`config.mk`:
```
export PLATFORM = sky130hd
export DESIGN_NAME = ExecPipe
export DESIGN_NICKNAME = d
export VERILOG_FILES = /design/src/design/MipsPkg.sv /design/src/design/RegFile.sv /design/src/design/ForwardUnit.sv /design/src/design/AluControl.sv /design/src/design/Alu.sv /design/src/design/ExecuteStage.sv /design/src/design/ExecPipe.sv
export SDC_FILE = /design/constraint.sdc
export NUM_CORES = 2
export LEC_CHECK = 0
export BUFFER_PORTS_ARGS = -buffer_cell sky130_fd_sc_hd__buf_2
export CORE_UTILIZATION = 40
export DETAILED_ROUTE_END_ITERATION = 6
export GPL_TIMING_DRIVEN = 0
export SKIP_CTS_REPAIR_TIMING = 1
export SYNTH_ARGS = -nofsm -noshare
export SYNTH_HDL_FRONTEND = slang
export SYNTH_SLANG_ARGS = --single-unit
```
`constraint.sdc`:
```
create_clock -name clk -period 7.9 [get_ports clk]
set_input_delay 0 -clock clk [delete_from_list [all_inputs] [get_ports clk]]
set_output_delay 0 -clock clk [all_outputs]
set_load 0.005 [all_outputs]
```
`src/design/MipsPkg.sv`:
```
package MipsPkg;

  ////////////////////////////////////////////////////////////
  // Widths
  ////////////////////////////////////////////////////////////
  localparam int dataW    = 32;
  localparam int regAddrW = 5;
  localparam int opW      = 6;
  localparam int aluOpW   = 4;
  localparam int fwdW     = 2;

  ////////////////////////////////////////////////////////////
  // Opcodes
  ////////////////////////////////////////////////////////////
  localparam logic [opW-1:0] opR     = 6'h00;
  localparam logic [opW-1:0] opAddi  = 6'h08;
  localparam logic [opW-1:0] opAddiu = 6'h09;
  localparam logic [opW-1:0] opSlti  = 6'h0a;
  localparam logic [opW-1:0] opSltiu = 6'h0b;
  localparam logic [opW-1:0] opAndi  = 6'h0c;
  localparam logic [opW-1:0] opOri   = 6'h0d;
  localparam logic [opW-1:0] opXori  = 6'h0e;
  localparam logic [opW-1:0] opLui   = 6'h0f;

  // R-type funct field
  localparam logic [opW-1:0] fnSll  = 6'h00;
  localparam logic [opW-1:0] fnSrl  = 6'h02;
  localparam logic [opW-1:0] fnSra  = 6'h03;
  localparam logic [opW-1:0] fnAdd  = 6'h20;
  localparam logic [opW-1:0] fnAddu = 6'h21;
  localparam logic [opW-1:0] fnSub  = 6'h22;
  localparam logic [opW-1:0] fnSubu = 6'h23;
  localparam logic [opW-1:0] fnAnd  = 6'h24;
  localparam logic [opW-1:0] fnOr   = 6'h25;
  localparam logic [opW-1:0] fnXor  = 6'h26;
  localparam logic [opW-1:0] fnNor  = 6'h27;
  localparam logic [opW-1:0] fnSlt  = 6'h2a;
  localparam logic [opW-1:0] fnSltu = 6'h2b;

  ////////////////////////////////////////////////////////////
  // ALU operation codes
  ////////////////////////////////////////////////////////////
  localparam logic [aluOpW-1:0] aluAdd  = 4'd0;
  localparam logic [aluOpW-1:0] aluSub  = 4'd1;
  localparam logic [aluOpW-1:0] aluAnd  = 4'd2;
  localparam logic [aluOpW-1:0] aluOr   = 4'd3;
  localparam logic [aluOpW-1:0] aluXor  = 4'd4;
  localparam logic [aluOpW-1:0] aluNor  = 4'd5;
  localparam logic [aluOpW-1:0] aluSlt  = 4'd6;
  localparam logic [aluOpW-1:0] aluSltu = 4'd7;
  localparam logic [aluOpW-1:0] aluSll  = 4'd8;
  localparam logic [aluOpW-1:0] aluSrl  = 4'd9;
  localparam logic [aluOpW-1:0] aluSra  = 4'd10;
  localparam logic [aluOpW-1:0] aluLui  = 4'd11;

  // Forwarding selects
  localparam logic [fwdW-1:0] fwdNone = 2'd0;
  localparam logic [fwdW-1:0] fwdMem  = 2'd1;
  localparam logic [fwdW-1:0] fwdWb   = 2'd2;

  ////////////////////////////////////////////////////////////
  // Instruction word, R and I views
  ////////////////////////////////////////////////////////////
  typedef struct packed {
    logic [opW-1:0]      opcode;
    logic [regAddrW-1:0] rs;
    logic [regAddrW-1:0] rt;
    logic [regAddrW-1:0] rd;
    logic [regAddrW-1:0] shamt;
    logic [opW-1:0]      funct;
  } rFmtT;

  typedef struct packed {
    logic [opW-1:0]      opcode;
    logic [regAddrW-1:0] rs;
    logic [regAddrW-1:0] rt;
    logic [15:0]         imm;
  } iFmtT;

  typedef union packed {
    rFmtT r;
    iFmtT i;
  } instrT;

endpackage

```
`src/design/RegFile.sv`:
```
`timescale 1ns/10ps

module RegFile (
  input  logic                          clk,
  input  logic                          rstN,
  input  logic [MipsPkg::regAddrW-1:0]  rdAddrA,
  input  logic [MipsPkg::regAddrW-1:0]  rdAddrB,
  output logic [MipsPkg::dataW-1:0]     rdDataA,
  output logic [MipsPkg::dataW-1:0]     rdDataB,
  input  logic                          wrEn,
  input  logic [MipsPkg::regAddrW-1:0]  wrAddr,
  input  logic [MipsPkg::dataW-1:0]     wrData
);
  import MipsPkg::*;

  // Register 0 has no storage
  logic [dataW-1:0] regs [1:31];

  always_ff @(posedge clk) begin
    if (!rstN) begin
      for (int n = 1; n < 32; n++) begin
        regs[n] <= '0;
      end
    end else if (wrEn && (wrAddr != '0)) begin
      regs[wrAddr] <= wrData;
    end
  end

  // Read ports with write-to-read bypass
  always_comb begin
    if (rdAddrA == '0)
      rdDataA = '0;
    else if (wrEn && (wrAddr == rdAddrA))
      rdDataA = wrData;
    else
      rdDataA = regs[rdAddrA];
  end

  always_comb begin
    if (rdAddrB == '0)
      rdDataB = '0;
    else if (wrEn && (wrAddr == rdAddrB))
      rdDataB = wrData;
    else
      rdDataB = regs[rdAddrB];
  end

endmodule

```
`src/design/ForwardUnit.sv`:
```
`timescale 1ns/10ps

module ForwardUnit (
  input  logic [MipsPkg::regAddrW-1:0] rs,
  input  logic [MipsPkg::regAddrW-1:0] rt,
  input  logic [MipsPkg::regAddrW-1:0] memDest,
  input  logic [MipsPkg::regAddrW-1:0] wbDest,
  input  logic                         memRegWrite,
  input  logic                         wbRegWrite,
  output logic [MipsPkg::fwdW-1:0]     fwdA,
  output logic [MipsPkg::fwdW-1:0]     fwdB
);
  import MipsPkg::*;

  // Younger result in MEM wins over WB
  always_comb begin
    if (memRegWrite && (memDest == rs))
      fwdA = fwdMem;
    else if (wbRegWrite && (wbDest == rs))
      fwdA = fwdWb;
    else
      fwdA = fwdNone;
  end

  // Same rule for the rt source
  always_comb begin
    if (memRegWrite && (memDest == rt))
      fwdB = fwdMem;
    else if (wbRegWrite && (wbDest == rt))
      fwdB = fwdWb;
    else
      fwdB = fwdNone;
  end

endmodule

```
`src/design/AluControl.sv`:
```
`timescale 1ns/10ps

module AluControl (
  input  logic [MipsPkg::opW-1:0]    opcode,
  input  logic [MipsPkg::opW-1:0]    funct,
  output logic [MipsPkg::aluOpW-1:0] aluOp
);
  import MipsPkg::*;

  logic [aluOpW-1:0] rTypeOp;

  ////////////////////////////////////////////////////////////
  // R-type, decoded from funct
  ////////////////////////////////////////////////////////////
  always_comb begin
    case (funct)
      // No overflow trap, so signed and unsigned forms match
      fnAdd,
      fnAddu: rTypeOp = aluAdd;
      fnSub,
      fnSubu: rTypeOp = aluSub;
      fnAnd:  rTypeOp = aluAnd;
      fnOr:   rTypeOp = aluOr;
      fnXor:  rTypeOp = aluXor;
      fnNor:  rTypeOp = aluNor;
      fnSlt:  rTypeOp = aluSlt;
      fnSltu: rTypeOp = aluSltu;
      fnSll:  rTypeOp = aluSll;
      fnSrl:  rTypeOp = aluSrl;
      fnSra:  rTypeOp = aluSra;
      default: rTypeOp = aluAdd;
    endcase
  end

  ////////////////////////////////////////////////////////////
  // I-type, decoded from opcode
  ////////////////////////////////////////////////////////////
  always_comb begin
    case (opcode)
      opR:     aluOp = rTypeOp;
      opAddi,
      opAddiu: aluOp = aluAdd;
      opSlti:  aluOp = aluSlt;
      opSltiu: aluOp = aluSltu;
      opAndi:  aluOp = aluAnd;
      opOri:   aluOp = aluOr;
      opXori:  aluOp = aluXor;
      opLui:   aluOp = aluLui;
      // Unsupported opcodes never write back
      default: aluOp = aluAdd;
    endcase
  end

endmodule

```
`src/design/Alu.sv`:
```
`timescale 1ns/10ps

module Alu (
  input  logic [MipsPkg::aluOpW-1:0] aluOp,
  input  logic [MipsPkg::dataW-1:0]  a,
  input  logic [MipsPkg::dataW-1:0]  b,
  output logic [MipsPkg::dataW-1:0]  result
);
  import MipsPkg::*;

  // Shift amount from the low bits of A
  logic [4:0] shAmt;
  logic       lessSigned;
  logic       lessUnsigned;

  assign shAmt        = a[4:0];
  assign lessSigned   = $signed(a) < $signed(b);
  assign lessUnsigned = a < b;

  always_comb begin
    case (aluOp)
      // Wrapping arithmetic
      aluAdd:  result = a + b;
      aluSub:  result = a - b;
      // Bitwise logic
      aluAnd:  result = a & b;
      aluOr:   result = a | b;
      aluXor:  result = a ^ b;
      aluNor:  result = ~(a | b);
      // Compares give 1 or 0
      aluSlt:  result = {{(dataW-1){1'b0}}, lessSigned};
      aluSltu: result = {{(dataW-1){1'b0}}, lessUnsigned};
      // Shifts act on B
      aluSll:  result = b << shAmt;
      aluSrl:  result = b >> shAmt;
      aluSra:  result = $signed(b) >>> shAmt;
      // Immediate to upper half
      aluLui:  result = {b[15:0], 16'h0000};
      default: result = '0;
    endcase
  end

endmodule

```
`src/design/ExecuteStage.sv`:
```
`timescale 1ns/10ps

module ExecuteStage (
  input  logic [MipsPkg::dataW-1:0]    regDataA,
  input  logic [MipsPkg::dataW-1:0]    regDataB,
  input  logic [MipsPkg::dataW-1:0]    imm,
  input  logic [MipsPkg::regAddrW-1:0] rs,
  input  logic [MipsPkg::regAddrW-1:0] rt,
  input  logic [MipsPkg::regAddrW-1:0] rd,
  input  logic [MipsPkg::regAddrW-1:0] shamt,
  input  logic [MipsPkg::opW-1:0]      opcode,
  input  logic [MipsPkg::opW-1:0]      funct,
  input  logic                         srcAShamt,
  input  logic                         srcBImm,
  input  logic                         regDst,
  input  logic [MipsPkg::regAddrW-1:0] memDest,
  input  logic [MipsPkg::regAddrW-1:0] wbDest,
  input  logic                         memRegWrite,
  input  logic                         wbRegWrite,
  input  logic [MipsPkg::dataW-1:0]    memResult,
  input  logic [MipsPkg::dataW-1:0]    wbResult,
  output logic [MipsPkg::dataW-1:0]    aluResult,
  output logic [MipsPkg::regAddrW-1:0] destSel
);
  import MipsPkg::*;

  logic [fwdW-1:0]   fwdA;
  logic [fwdW-1:0]   fwdB;
  logic [aluOpW-1:0] aluOp;
  logic [dataW-1:0]  fwdDataA;
  logic [dataW-1:0]  fwdDataB;
  logic [dataW-1:0]  aluA;
  logic [dataW-1:0]  aluB;

  ////////////////////////////////////////////////////////////
  // Forwarding
  ////////////////////////////////////////////////////////////
  ForwardUnit ForwardUnit_i (
    .rs          (rs),
    .rt          (rt),
    .memDest     (memDest),
    .wbDest      (wbDest),
    .memRegWrite (memRegWrite),
    .wbRegWrite  (wbRegWrite),
    .fwdA        (fwdA),
    .fwdB        (fwdB)
  );

  // Replace register values before operand selection
  always_comb begin
    case (fwdA)
      fwdMem:  fwdDataA = memResult;
      fwdWb:   fwdDataA = wbResult;
      default: fwdDataA = regDataA;
    endcase
  end

  always_comb begin
    case (fwdB)
      fwdMem:  fwdDataB = memResult;
      fwdWb:   fwdDataB = wbResult;
      default: fwdDataB = regDataB;
    endcase
  end

  ////////////////////////////////////////////////////////////
  // Operands, ALU and destination
  ////////////////////////////////////////////////////////////
  // Shamt and immediate are never overridden
  assign aluA = srcAShamt ? {{(dataW-regAddrW){1'b0}}, shamt} : fwdDataA;
  assign aluB = srcBImm ? imm : fwdDataB;

  AluControl AluControl_i (
    .opcode (opcode),
    .funct  (funct),
    .aluOp  (aluOp)
  );

  Alu Alu_i (
    .aluOp  (aluOp),
    .a      (aluA),
    .b      (aluB),
    .result (aluResult)
  );

  // rd for R-type, rt for I-type
  assign destSel = regDst ? rd : rt;

endmodule

```
`src/design/ExecPipe.sv`:
```
`timescale 1ns/10ps

module ExecPipe (
  input  logic                         clk,
  input  logic                         rstN,
  input  logic                         instrValid,
  input  MipsPkg::instrT               instr,
  output logic                         wbValid,
  output logic [MipsPkg::regAddrW-1:0] wbDest,
  output logic [MipsPkg::dataW-1:0]    wbData
);
  import MipsPkg::*;

  // Decode
  logic [dataW-1:0]    decRsData;
  logic [dataW-1:0]    decRtData;
  logic [dataW-1:0]    decImm;
  logic [regAddrW-1:0] decDest;
  logic                decSrcAShamt;
  logic                decSrcBImm;
  logic                decRegDst;
  logic                decLegal;
  logic                decRegWrite;
  // ID/EX
  logic [dataW-1:0]    exRsData;
  logic [dataW-1:0]    exRtData;
  logic [dataW-1:0]    exImm;
  logic [regAddrW-1:0] exRs;
  logic [regAddrW-1:0] exRt;
  logic [regAddrW-1:0] exRd;
  logic [regAddrW-1:0] exShamt;
  logic [opW-1:0]      exOpcode;
  logic [opW-1:0]      exFunct;
  logic                exSrcAShamt;
  logic                exSrcBImm;
  logic                exRegDst;
  logic                exRegWrite;
  logic [dataW-1:0]    exResult;
  logic [regAddrW-1:0] exDest;
  // EX/MEM and MEM/WB
  logic [dataW-1:0]    memResult;
  logic [regAddrW-1:0] memDest;
  logic                memRegWrite;
  logic                wbRegWrite;

  ////////////////////////////////////////////////////////////
  // Decode
  ////////////////////////////////////////////////////////////
  RegFile RegFile_i (
    .clk     (clk),
    .rstN    (rstN),
    .rdAddrA (instr.r.rs),
    .rdAddrB (instr.r.rt),
    .rdDataA (decRsData),
    .rdDataB (decRtData),
    .wrEn    (wbRegWrite),
    .wrAddr  (wbDest),
    .wrData  (wbData)
  );

  always_comb begin
    // Sign extension unless a logic immediate
    decImm       = {{16{instr.i.imm[15]}}, instr.i.imm};
    decSrcAShamt = 1'b0;
    decSrcBImm   = 1'b1;
    decRegDst    = 1'b0;
    decLegal     = 1'b1;
    case (instr.r.opcode)
      opR: begin
        decSrcBImm = 1'b0;
        decRegDst  = 1'b1;
        case (instr.r.funct)
          // Constant shifts only
          fnSll, fnSrl, fnSra: decSrcAShamt = 1'b1;
          fnAdd, fnAddu, fnSub, fnSubu, fnAnd, fnOr,
          fnXor, fnNor, fnSlt, fnSltu: decSrcAShamt = 1'b0;
          default: decLegal = 1'b0;
        endcase
      end
      opAddi, opAddiu, opSlti, opSltiu: decSrcBImm = 1'b1;
      opAndi, opOri, opXori, opLui: decImm = {16'h0000, instr.i.imm};
      default: decLegal = 1'b0;
    endcase
  end

  // No write for bubbles, bad codes or register 0
  assign decDest     = decRegDst ? instr.r.rd : instr.r.rt;
  assign decRegWrite = instrValid && decLegal && (decDest != '0);

  ////////////////////////////////////////////////////////////
  // Pipeline latches
  ////////////////////////////////////////////////////////////
  always_ff @(posedge clk) begin
    if (!rstN) begin
      exRegWrite  <= 1'b0;
      memRegWrite <= 1'b0;
      wbRegWrite  <= 1'b0;
    end else begin
      exRegWrite  <= decRegWrite;
      memRegWrite <= exRegWrite;
      wbRegWrite  <= memRegWrite;
    end
  end

  // Payload, qualified by the regWrite bits
  always_ff @(posedge clk) begin
    exRsData    <= decRsData;
    exRtData    <= decRtData;
    exImm       <= decImm;
    exRs        <= instr.r.rs;
    exRt        <= instr.r.rt;
    exRd        <= instr.r.rd;
    exShamt     <= instr.r.shamt;
    exOpcode    <= instr.r.opcode;
    exFunct     <= instr.r.funct;
    exSrcAShamt <= decSrcAShamt;
    exSrcBImm   <= decSrcBImm;
    exRegDst    <= decRegDst;
    memResult   <= exResult;
    memDest     <= exDest;
    wbData      <= memResult;
    wbDest      <= memDest;
  end

  ////////////////////////////////////////////////////////////
  // Execute
  ////////////////////////////////////////////////////////////
  ExecuteStage ExecuteStage_i (
    .regDataA    (exRsData),
    .regDataB    (exRtData),
    .imm         (exImm),
    .rs          (exRs),
    .rt          (exRt),
    .rd          (exRd),
    .shamt       (exShamt),
    .opcode      (exOpcode),
    .funct       (exFunct),
    .srcAShamt   (exSrcAShamt),
    .srcBImm     (exSrcBImm),
    .regDst      (exRegDst),
    .memDest     (memDest),
    .wbDest      (wbDest),
    .memRegWrite (memRegWrite),
    .wbRegWrite  (wbRegWrite),
    .memResult   (memResult),
    .wbResult    (wbData),
    .aluResult   (exResult),
    .destSel     (exDest)
  );

  // Register-0 writes were dropped in decode
  assign wbValid = wbRegWrite;

endmodule

```
## After elaboration in Yosys (flattened, before gate mapping)

Memory sizes are Yosys's and may differ from the RTL's. A register that Yosys moved wholly into a read port is not among the register bits.
Index checks and enable logic that the tools add are counted.

- Add/subtract/negate cells: 2
- Multipliers: 0
- Divide/modulo/power cells: 0
- $lt $le $gt $ge: 2
- Equality and inequality tests: 47
- Shift operators: 3
- Multiplexer cells: 26
- Bitwise operators: 4
- Reductions and logical operators: 22

Operators with widths:

| kind | number |
|---|---|
| 32-bit one-hot mux with 12 select lines | 1 |
| 32-bit two-way mux | 5 |
| 32-bit one-hot mux with 2 select lines | 2 |
| 6-bit by 4-bit == test with 1-bit output, second input constant | 14 |
| 32-bit < comparator | 2 |
| 6-bit == test, second input constant | 10 |
| 32-bit adder | 1 |
| 32-bit bitwise AND | 1 |
| 32-bit inverter | 1 |
| 32-bit bitwise OR | 1 |
| 32-bit OR reduction | 1 |
| 32-bit by 5-bit << shifter with 32-bit output | 1 |
| 32-bit by 5-bit right shift with 32-bit output | 1 |
| 32-bit by 5-bit >>> shifter with 32-bit output | 1 |
| 32-bit subtractor | 1 |
| 32-bit XOR | 1 |
| 5-bit == test | 6 |
| 4-bit one-hot mux with 7 select lines | 1 |
| 6-bit zero test | 3 |
| 4-bit by 3-bit == test with 1-bit output, second input constant | 4 |
| 4-bit == test, second input constant | 4 |
| 5-bit two-way mux | 3 |
| 13-bit OR reduction | 1 |
| 6-bit by 2-bit == test with 1-bit output, second input constant | 2 |
| other kinds (14) | 38 |

- Flip-flop bits (word level): 187
- Latch bits: 0
- Bits in writable memories: 992
- Memory bits (read-only): 256
- Input port bits: 35
- Word-level logic and storage cells: 127
- Memories: 2

Memories:

| memory | depth | bits a word | read ports | clocked after Yosys merged registers in | wr ports | RTL line | RTL |
|---|---|---|---|---|---|---|---|
| RegFile_i.regs | 31 | 32 | 2 | 0 | 31 | RegFile.sv:17 | `logic [dataW-1:0] regs [1:31];` |
| (no name shown) | 64 | 4 | 1 | 1 | 0 | AluControl.sv:16 | `case (funct)` |

## Depth between registers and ports, before layout

- Word-level depth: 10
- Depth in mapped cells: 23

## Hierarchy

Synthesis repeated with hierarchy kept, for this count alone.

- Cells, all modules: 5647
- Area total of the unflattened synthesis: 70022.2 um^2

Modules (own cells, without submodules):

| module | instances | cells an instance | area each (um^2) | sequential area each (um^2) |
|---|---|---|---|---|
| RegFile | 1 | 3742 | 54681.2 | 30749.5 |
| Alu | 1 | 1366 | 8958.6 | 0.0 |
| ExecPipe | 1 | 201 | 3706.1 | 3543.4 |
| ExecuteStage | 1 | 281 | 2247.2 | 0.0 |
| ForwardUnit | 1 | 30 | 250.2 | 0.0 |
| AluControl | 1 | 27 | 178.9 | 0.0 |

## Worst setup path after synthesis

No wires, ideal clock.

- Kind: register to register
- From: register wbDest[1] in the netlist's numbering
- To: register memResult[30]
- Library setup time: 0.127 ns
- Arrival time: 4.928 ns
- Data required time: 7.773 ns
- Slack: 2.845 ns
- Cell stages (with the launch flop): 23
- Buffers on the path: 4
- Path through: dfxtp_1 -> buf_6 -> xnor2_1 -> nand4_1 -> or3_1 -> a311oi_2 -> nor2_1 -> inv_2 -> buf_4 -> buf_2 -> buf_2 -> ha_1 -> a21oi_1 -> o21bai_1 -> a311o_1 -> a221o_1 -> a41oi_1 -> o211ai_1 -> a211oi_1 -> nor3_1 -> nand3_1 -> a22oi_1 -> or3_1

- Longest elaborated chain between the ends: 10
- Elaborated cells on any way between the ends: 26

RTL lines:

| element | RTL line | RTL |
|---|---|---|
| from (decl) | ExecPipe.sv:9 | `output logic [MipsPkg::regAddrW-1:0] wbDest,` |
| from (signal assigned) | ExecPipe.sv:122 | `wbDest <= memDest;` |
| parallel branches: the longest is 9 deep, another holds 32-bit subtractor | n/a |  |
| 32-bit one-hot mux with 12 select lines * | Alu.sv:21 | `case (aluOp)` |
| named net ExecuteStage_i.Alu_i.result, one bit | Alu.sv:7 | `output logic [MipsPkg::dataW-1:0] result` |
| to (signal assigned) | ExecPipe.sv:119 | `memResult <= exResult;` |
| to (decl) | ExecPipe.sv:41 | `logic [dataW-1:0] memResult;` |

Mark *: on every way through the listed nets, which the timed path passes.
A chain may end at the register's enable or synchronous reset.

## Worst setup path after layout

- From: register wbDest[1] in the netlist's numbering
- To: register memResult[26]

Same word-level chain as after synthesis.

==> impl_results.rst <==
.. list-table::
   :header-rows: 1

   * - Metric
     - Value
   * - Clock skew
     - 0.0452 ns
   * - Multi-input gate area in the final layout
     - 33400 um2
   * - Static leakage power
     - 28.4 nW
   * - First DRT Iteration DRCs
     - 6574
   * - Wire length of the first global-routing pass
     - 357000 um
   * - Proportion of synthesized chip area in sequential cells
     - 0.493
   * - Launch point of the worst hold path
     - instr[4]
   * - Maximum cell stage delay along the critical path
     - 0.73 ns
   * - Area used by sequential logic in the layout
     - 34400 um2
   * - RSZ-0062 raised after global routing
     - no
   * - Maximum root-to-sink buffer count
     - 3
   * - Overflow left after global routing
     - 0
   * - TritonCTS clock tree
     - built
   * - Endpoint required time on the critical path
     - 8.44 ns
   * - Failing checks
     - DRC, hold timing, capacitance limit, slew limit, setup timing
   * - Hold path cells
     - 2
   * - Mean area per synthesized cell
     - 13.3 um2
   * - Core footprint
     - 172000 um2
   * - Port bufs
     - 71
   * - Final worst-path setup slack
     - -0.0222 ns
   * - Total via count in the routed design
     - 49100
   * - Highest-count cells in the layout ignoring fill and taps
     - 1024 x edfxtp_1, 967 x and2_1, 648 x mux4_2
   * - Antenna violations before repair
     - 9
   * - Slowest cell on the critical path
     - clkbuf_1
   * - Endpoint of the most critical register-to-register path
     - memResult[26]$_DFF_P_
   * - Synthesized netlist cell count
     - 5243
   * - Max Fanout on Critical Path
     - 12
   * - Clock slew seen by the registers of the worst setup and hold paths
     - 0.06 ns
   * - Slew at the pin closest to its max-slew limit
     - 1.54 ns
   * - Number of setup violations in the final report
     - 1
   * - Placed wire-length estimate
     - 203000 um
   * - Pin count of the biggest net entering global routing
     - 24
   * - Starting density of the core
     - 0.405
   * - Type of element capturing the critical path
     - register
   * - Number of vias per cell after detailed routing
     - 6.13
   * - CP Class
     - reg -> reg
   * - Die span in y
     - 420 um
   * - Share of the cycle needed by the critical path after routing
     - 1.00
   * - Placement-stage worst setup slack
     - 0.0846 ns
   * - Data arrival at the endpoint of the critical path
     - 8.46 ns
   * - CTS H-tree lvls
     - 4
   * - Hold_ws
     - -0.0100 ns
   * - Total GRT Usage
     - 0.288
   * - Final Hold Violating Endpoints
     - 1
   * - Register bit total from synthesis
     - 1205
   * - Share of synthesized registers carrying an async set or reset
     - 0
   * - Yosys warning count
     - 0
   * - Number of search-and-repair iterations in the first detailed-routing pass
     - 7
   * - Number of buffers inserted during clock tree synthesis
     - 138
   * - Mean routed wirelength per cell
     - 31.8 um
   * - Die width
     - 420 um
   * - Startpoint of the most critical setup path
     - wbDest[1]$_DFF_P_
   * - GP Congestion
     - 1.04
   * - Most common library cell in the layout ignoring fill and taps
     - edfxtp_1
   * - Main synth FF type
     - edfxtp_1
   * - Pins over their slew limit
     - 23
   * - Peak VDD IR
     - 0.000200 V
   * - Latest clock arrival within the worst-skew pair
     - 0.80 ns
   * - DRC viols
     - 1
   * - Slew Limit Headroom
     - -0.0287
   * - Total standard cell area after synthesis
     - 69800 um2
   * - Library cell used as clock root buffer
     - clkbuf_16
   * - Fmax achieved
     - 126 MHz
   * - Status
     - complete, but fails checks
   * - # fillers
     - 15400
   * - # rows
     - 152
   * - Aggregate routed wire length
     - 255000 um
   * - Number of global-route vias before repair
     - 47900
   * - Power Dens Cells
     - 232 nW/um2
   * - Share of final-layout standard cells stronger than drive strength 1
     - 0.190
   * - R2R cell count
     - 20
   * - Number of nets in the layout
     - 5720
   * - Count of flip-flops with a built-in enable after synthesis
     - 1024
   * - CP startpoint kind
     - register
   * - Class of the most critical hold timing path
     - in -> reg
   * - Post-synthesis cell type count
     - 93
   * - CP cell instances
     - buf_6, xnor2_1, nand4_1, nor2_2, mux2i_1, a221o_1, inv_1, clkbuf_1, clkbuf_1, ha_1, inv_1, o21bai_1, a311o_1, a221o_1, a41oi_1, o211ai_1, o21ai_0, a2bb2oi_1, nor3_1, o21ai_0
   * - Worst setup slack for register-to-register paths
     - -0.02 ns
   * - Max-capacitance violation count
     - 2
   * - Ports
     - 73
   * - Sinks on Clock Net
     - 1205
   * - Reg-to-reg critical path startpoint
     - wbDest[1]$_DFF_P_
   * - Die Outline Area
     - 176000 um2
   * - Critical path destination
     - memResult[26]$_DFF_P_
   * - Area growth from synthesis to final layout
     - 13.8%
   * - Final antenna-violating net count
     - 0
   * - Final critical delay including setup and external delays
     - 7.92 ns
[sequential cells by signal, indices dropped and copies added (netlist names), 5 cells and up]
name	cells
exRtData	32
exImm	9
exRsData	32
exOpcode	6
wbData	32
wbDest	5
memResult	32
exRt	5
exRs	5
RegFile_i.regs	1024
memDest	5
[how the worst min path moves through the flow]
stage               slack, ns                  to
floorplan                0.03    exImm[0]$_DFF_P_
global placement         0.11  exShamt[2]$_DFF_P_
detailed placement       0.11  exShamt[2]$_DFF_P_
CTS                     -0.72  exShamt[3]$_DFF_P_
global route            0.001    exImm[4]$_DFF_P_
finish                  -0.01    exImm[4]$_DFF_P_
[cells in the mapped netlist (all sizes together), types with 17 or more instances]
library cell	instances	area (um2)
a211o	34	298
a211oi	83	623
a21oi	146	783
a221o	28	280
a221oi	29	278
a22oi	18	135
a31oi	23	144
and2	968	6060
buf	102	493
clkbuf	416	1560
dfxtp	181	3620
edfxtp	1024	30700
ha	105	1310
inv	115	434
mux2i	233	2350
mux4	648	14600
nand2	143	539
nand3	41	205
nand4	20	131
nor2	279	1060
nor3	93	470
o211ai	39	298
o21ai	144	721
o21bai	17	128
o221ai	18	158
o22ai	40	250
xnor2	32	288
[cell type report]
class | count | share of cell area
repair buffers | 165 | 0.0210
multi-input cells | 3435 | 0.421
well taps | 2310 | 0.0364
flip-flops and latches | 1205 | 0.433
inverters | 116 | 0.00556
clock buffers | 170 | 0.0468
clock inverters | 79 | 0.0106
plain buffers | 517 | 0.0259
diodes | 12 | 0.000378
[metal layers]
layer  vias to the layer above  wire length, um  global-route usage
li1                      20900                -                   -
met1                     25000            94700               0.365
met2                      2656           120000               0.464
met3                       635            24000              0.0559
met4                         8            16000               0.156
met5                         -               57                   0
[through the flow]
| step | std cells | cell area [um2] | utilization | total power, W | setup TNS (ns) |
|---|---|---|---|---|---|
| after detailed placement | 7687 | 74200 | 0.430 | 0.0118 | 0 |
| after floorplan | 5274 | 69900 | - | 0.00995 | 0 |
| final | 8009 | 79400 | 0.460 | 0.0184 | -0.0222 |
| after global placement | 7655 | 73100 | 0.424 | 0.0118 | -5.80 |
| after CTS | 7936 | 78700 | 0.456 | 0.0183 | 0 |
| after global routing | 7997 | 79400 | 0.460 | 0.0189 | 0 |
[cell families (layout without fill, tap and decap cells)]
kind of cell,count (synthesis),after routing,share of synthesized area
buffers and inverters,634,1047,0.0357
adder cells (fa/ha/maj),107,107,0.0194
XOR/XNOR,41,41,0.00525
AND/OR/NAND/NOR,1627,1627,0.129
AO/OA/AOI/OAI,736,736,0.0733
flip-flops,1205,1205,0.493
other,1,44,0.0000537
multiplexers,892,892,0.245
[power by group]
group | switching [W] | internal, W
Clock | 0.00279 | 0.00371
Sequential | 0.000553 | 0.00731
Combinational | 0.00270 | 0.00134
[critical path: cells and delay by family, from the launching register on]
| kind | cells | cell delay, ns |
|---|---|---|
| flops | 1 | 0.47 |
| mux | 1 | 0.15 |
| simple gates | 3 | 0.68 |
| fa+ha+maj | 1 | 0.46 |
| xor+xnor | 1 | 0.12 |
| compound gates | 9 | 3.88 |
| buf+inv | 5 | 1.87 |
No activity file was read; power rests on OpenSTA's default activity.
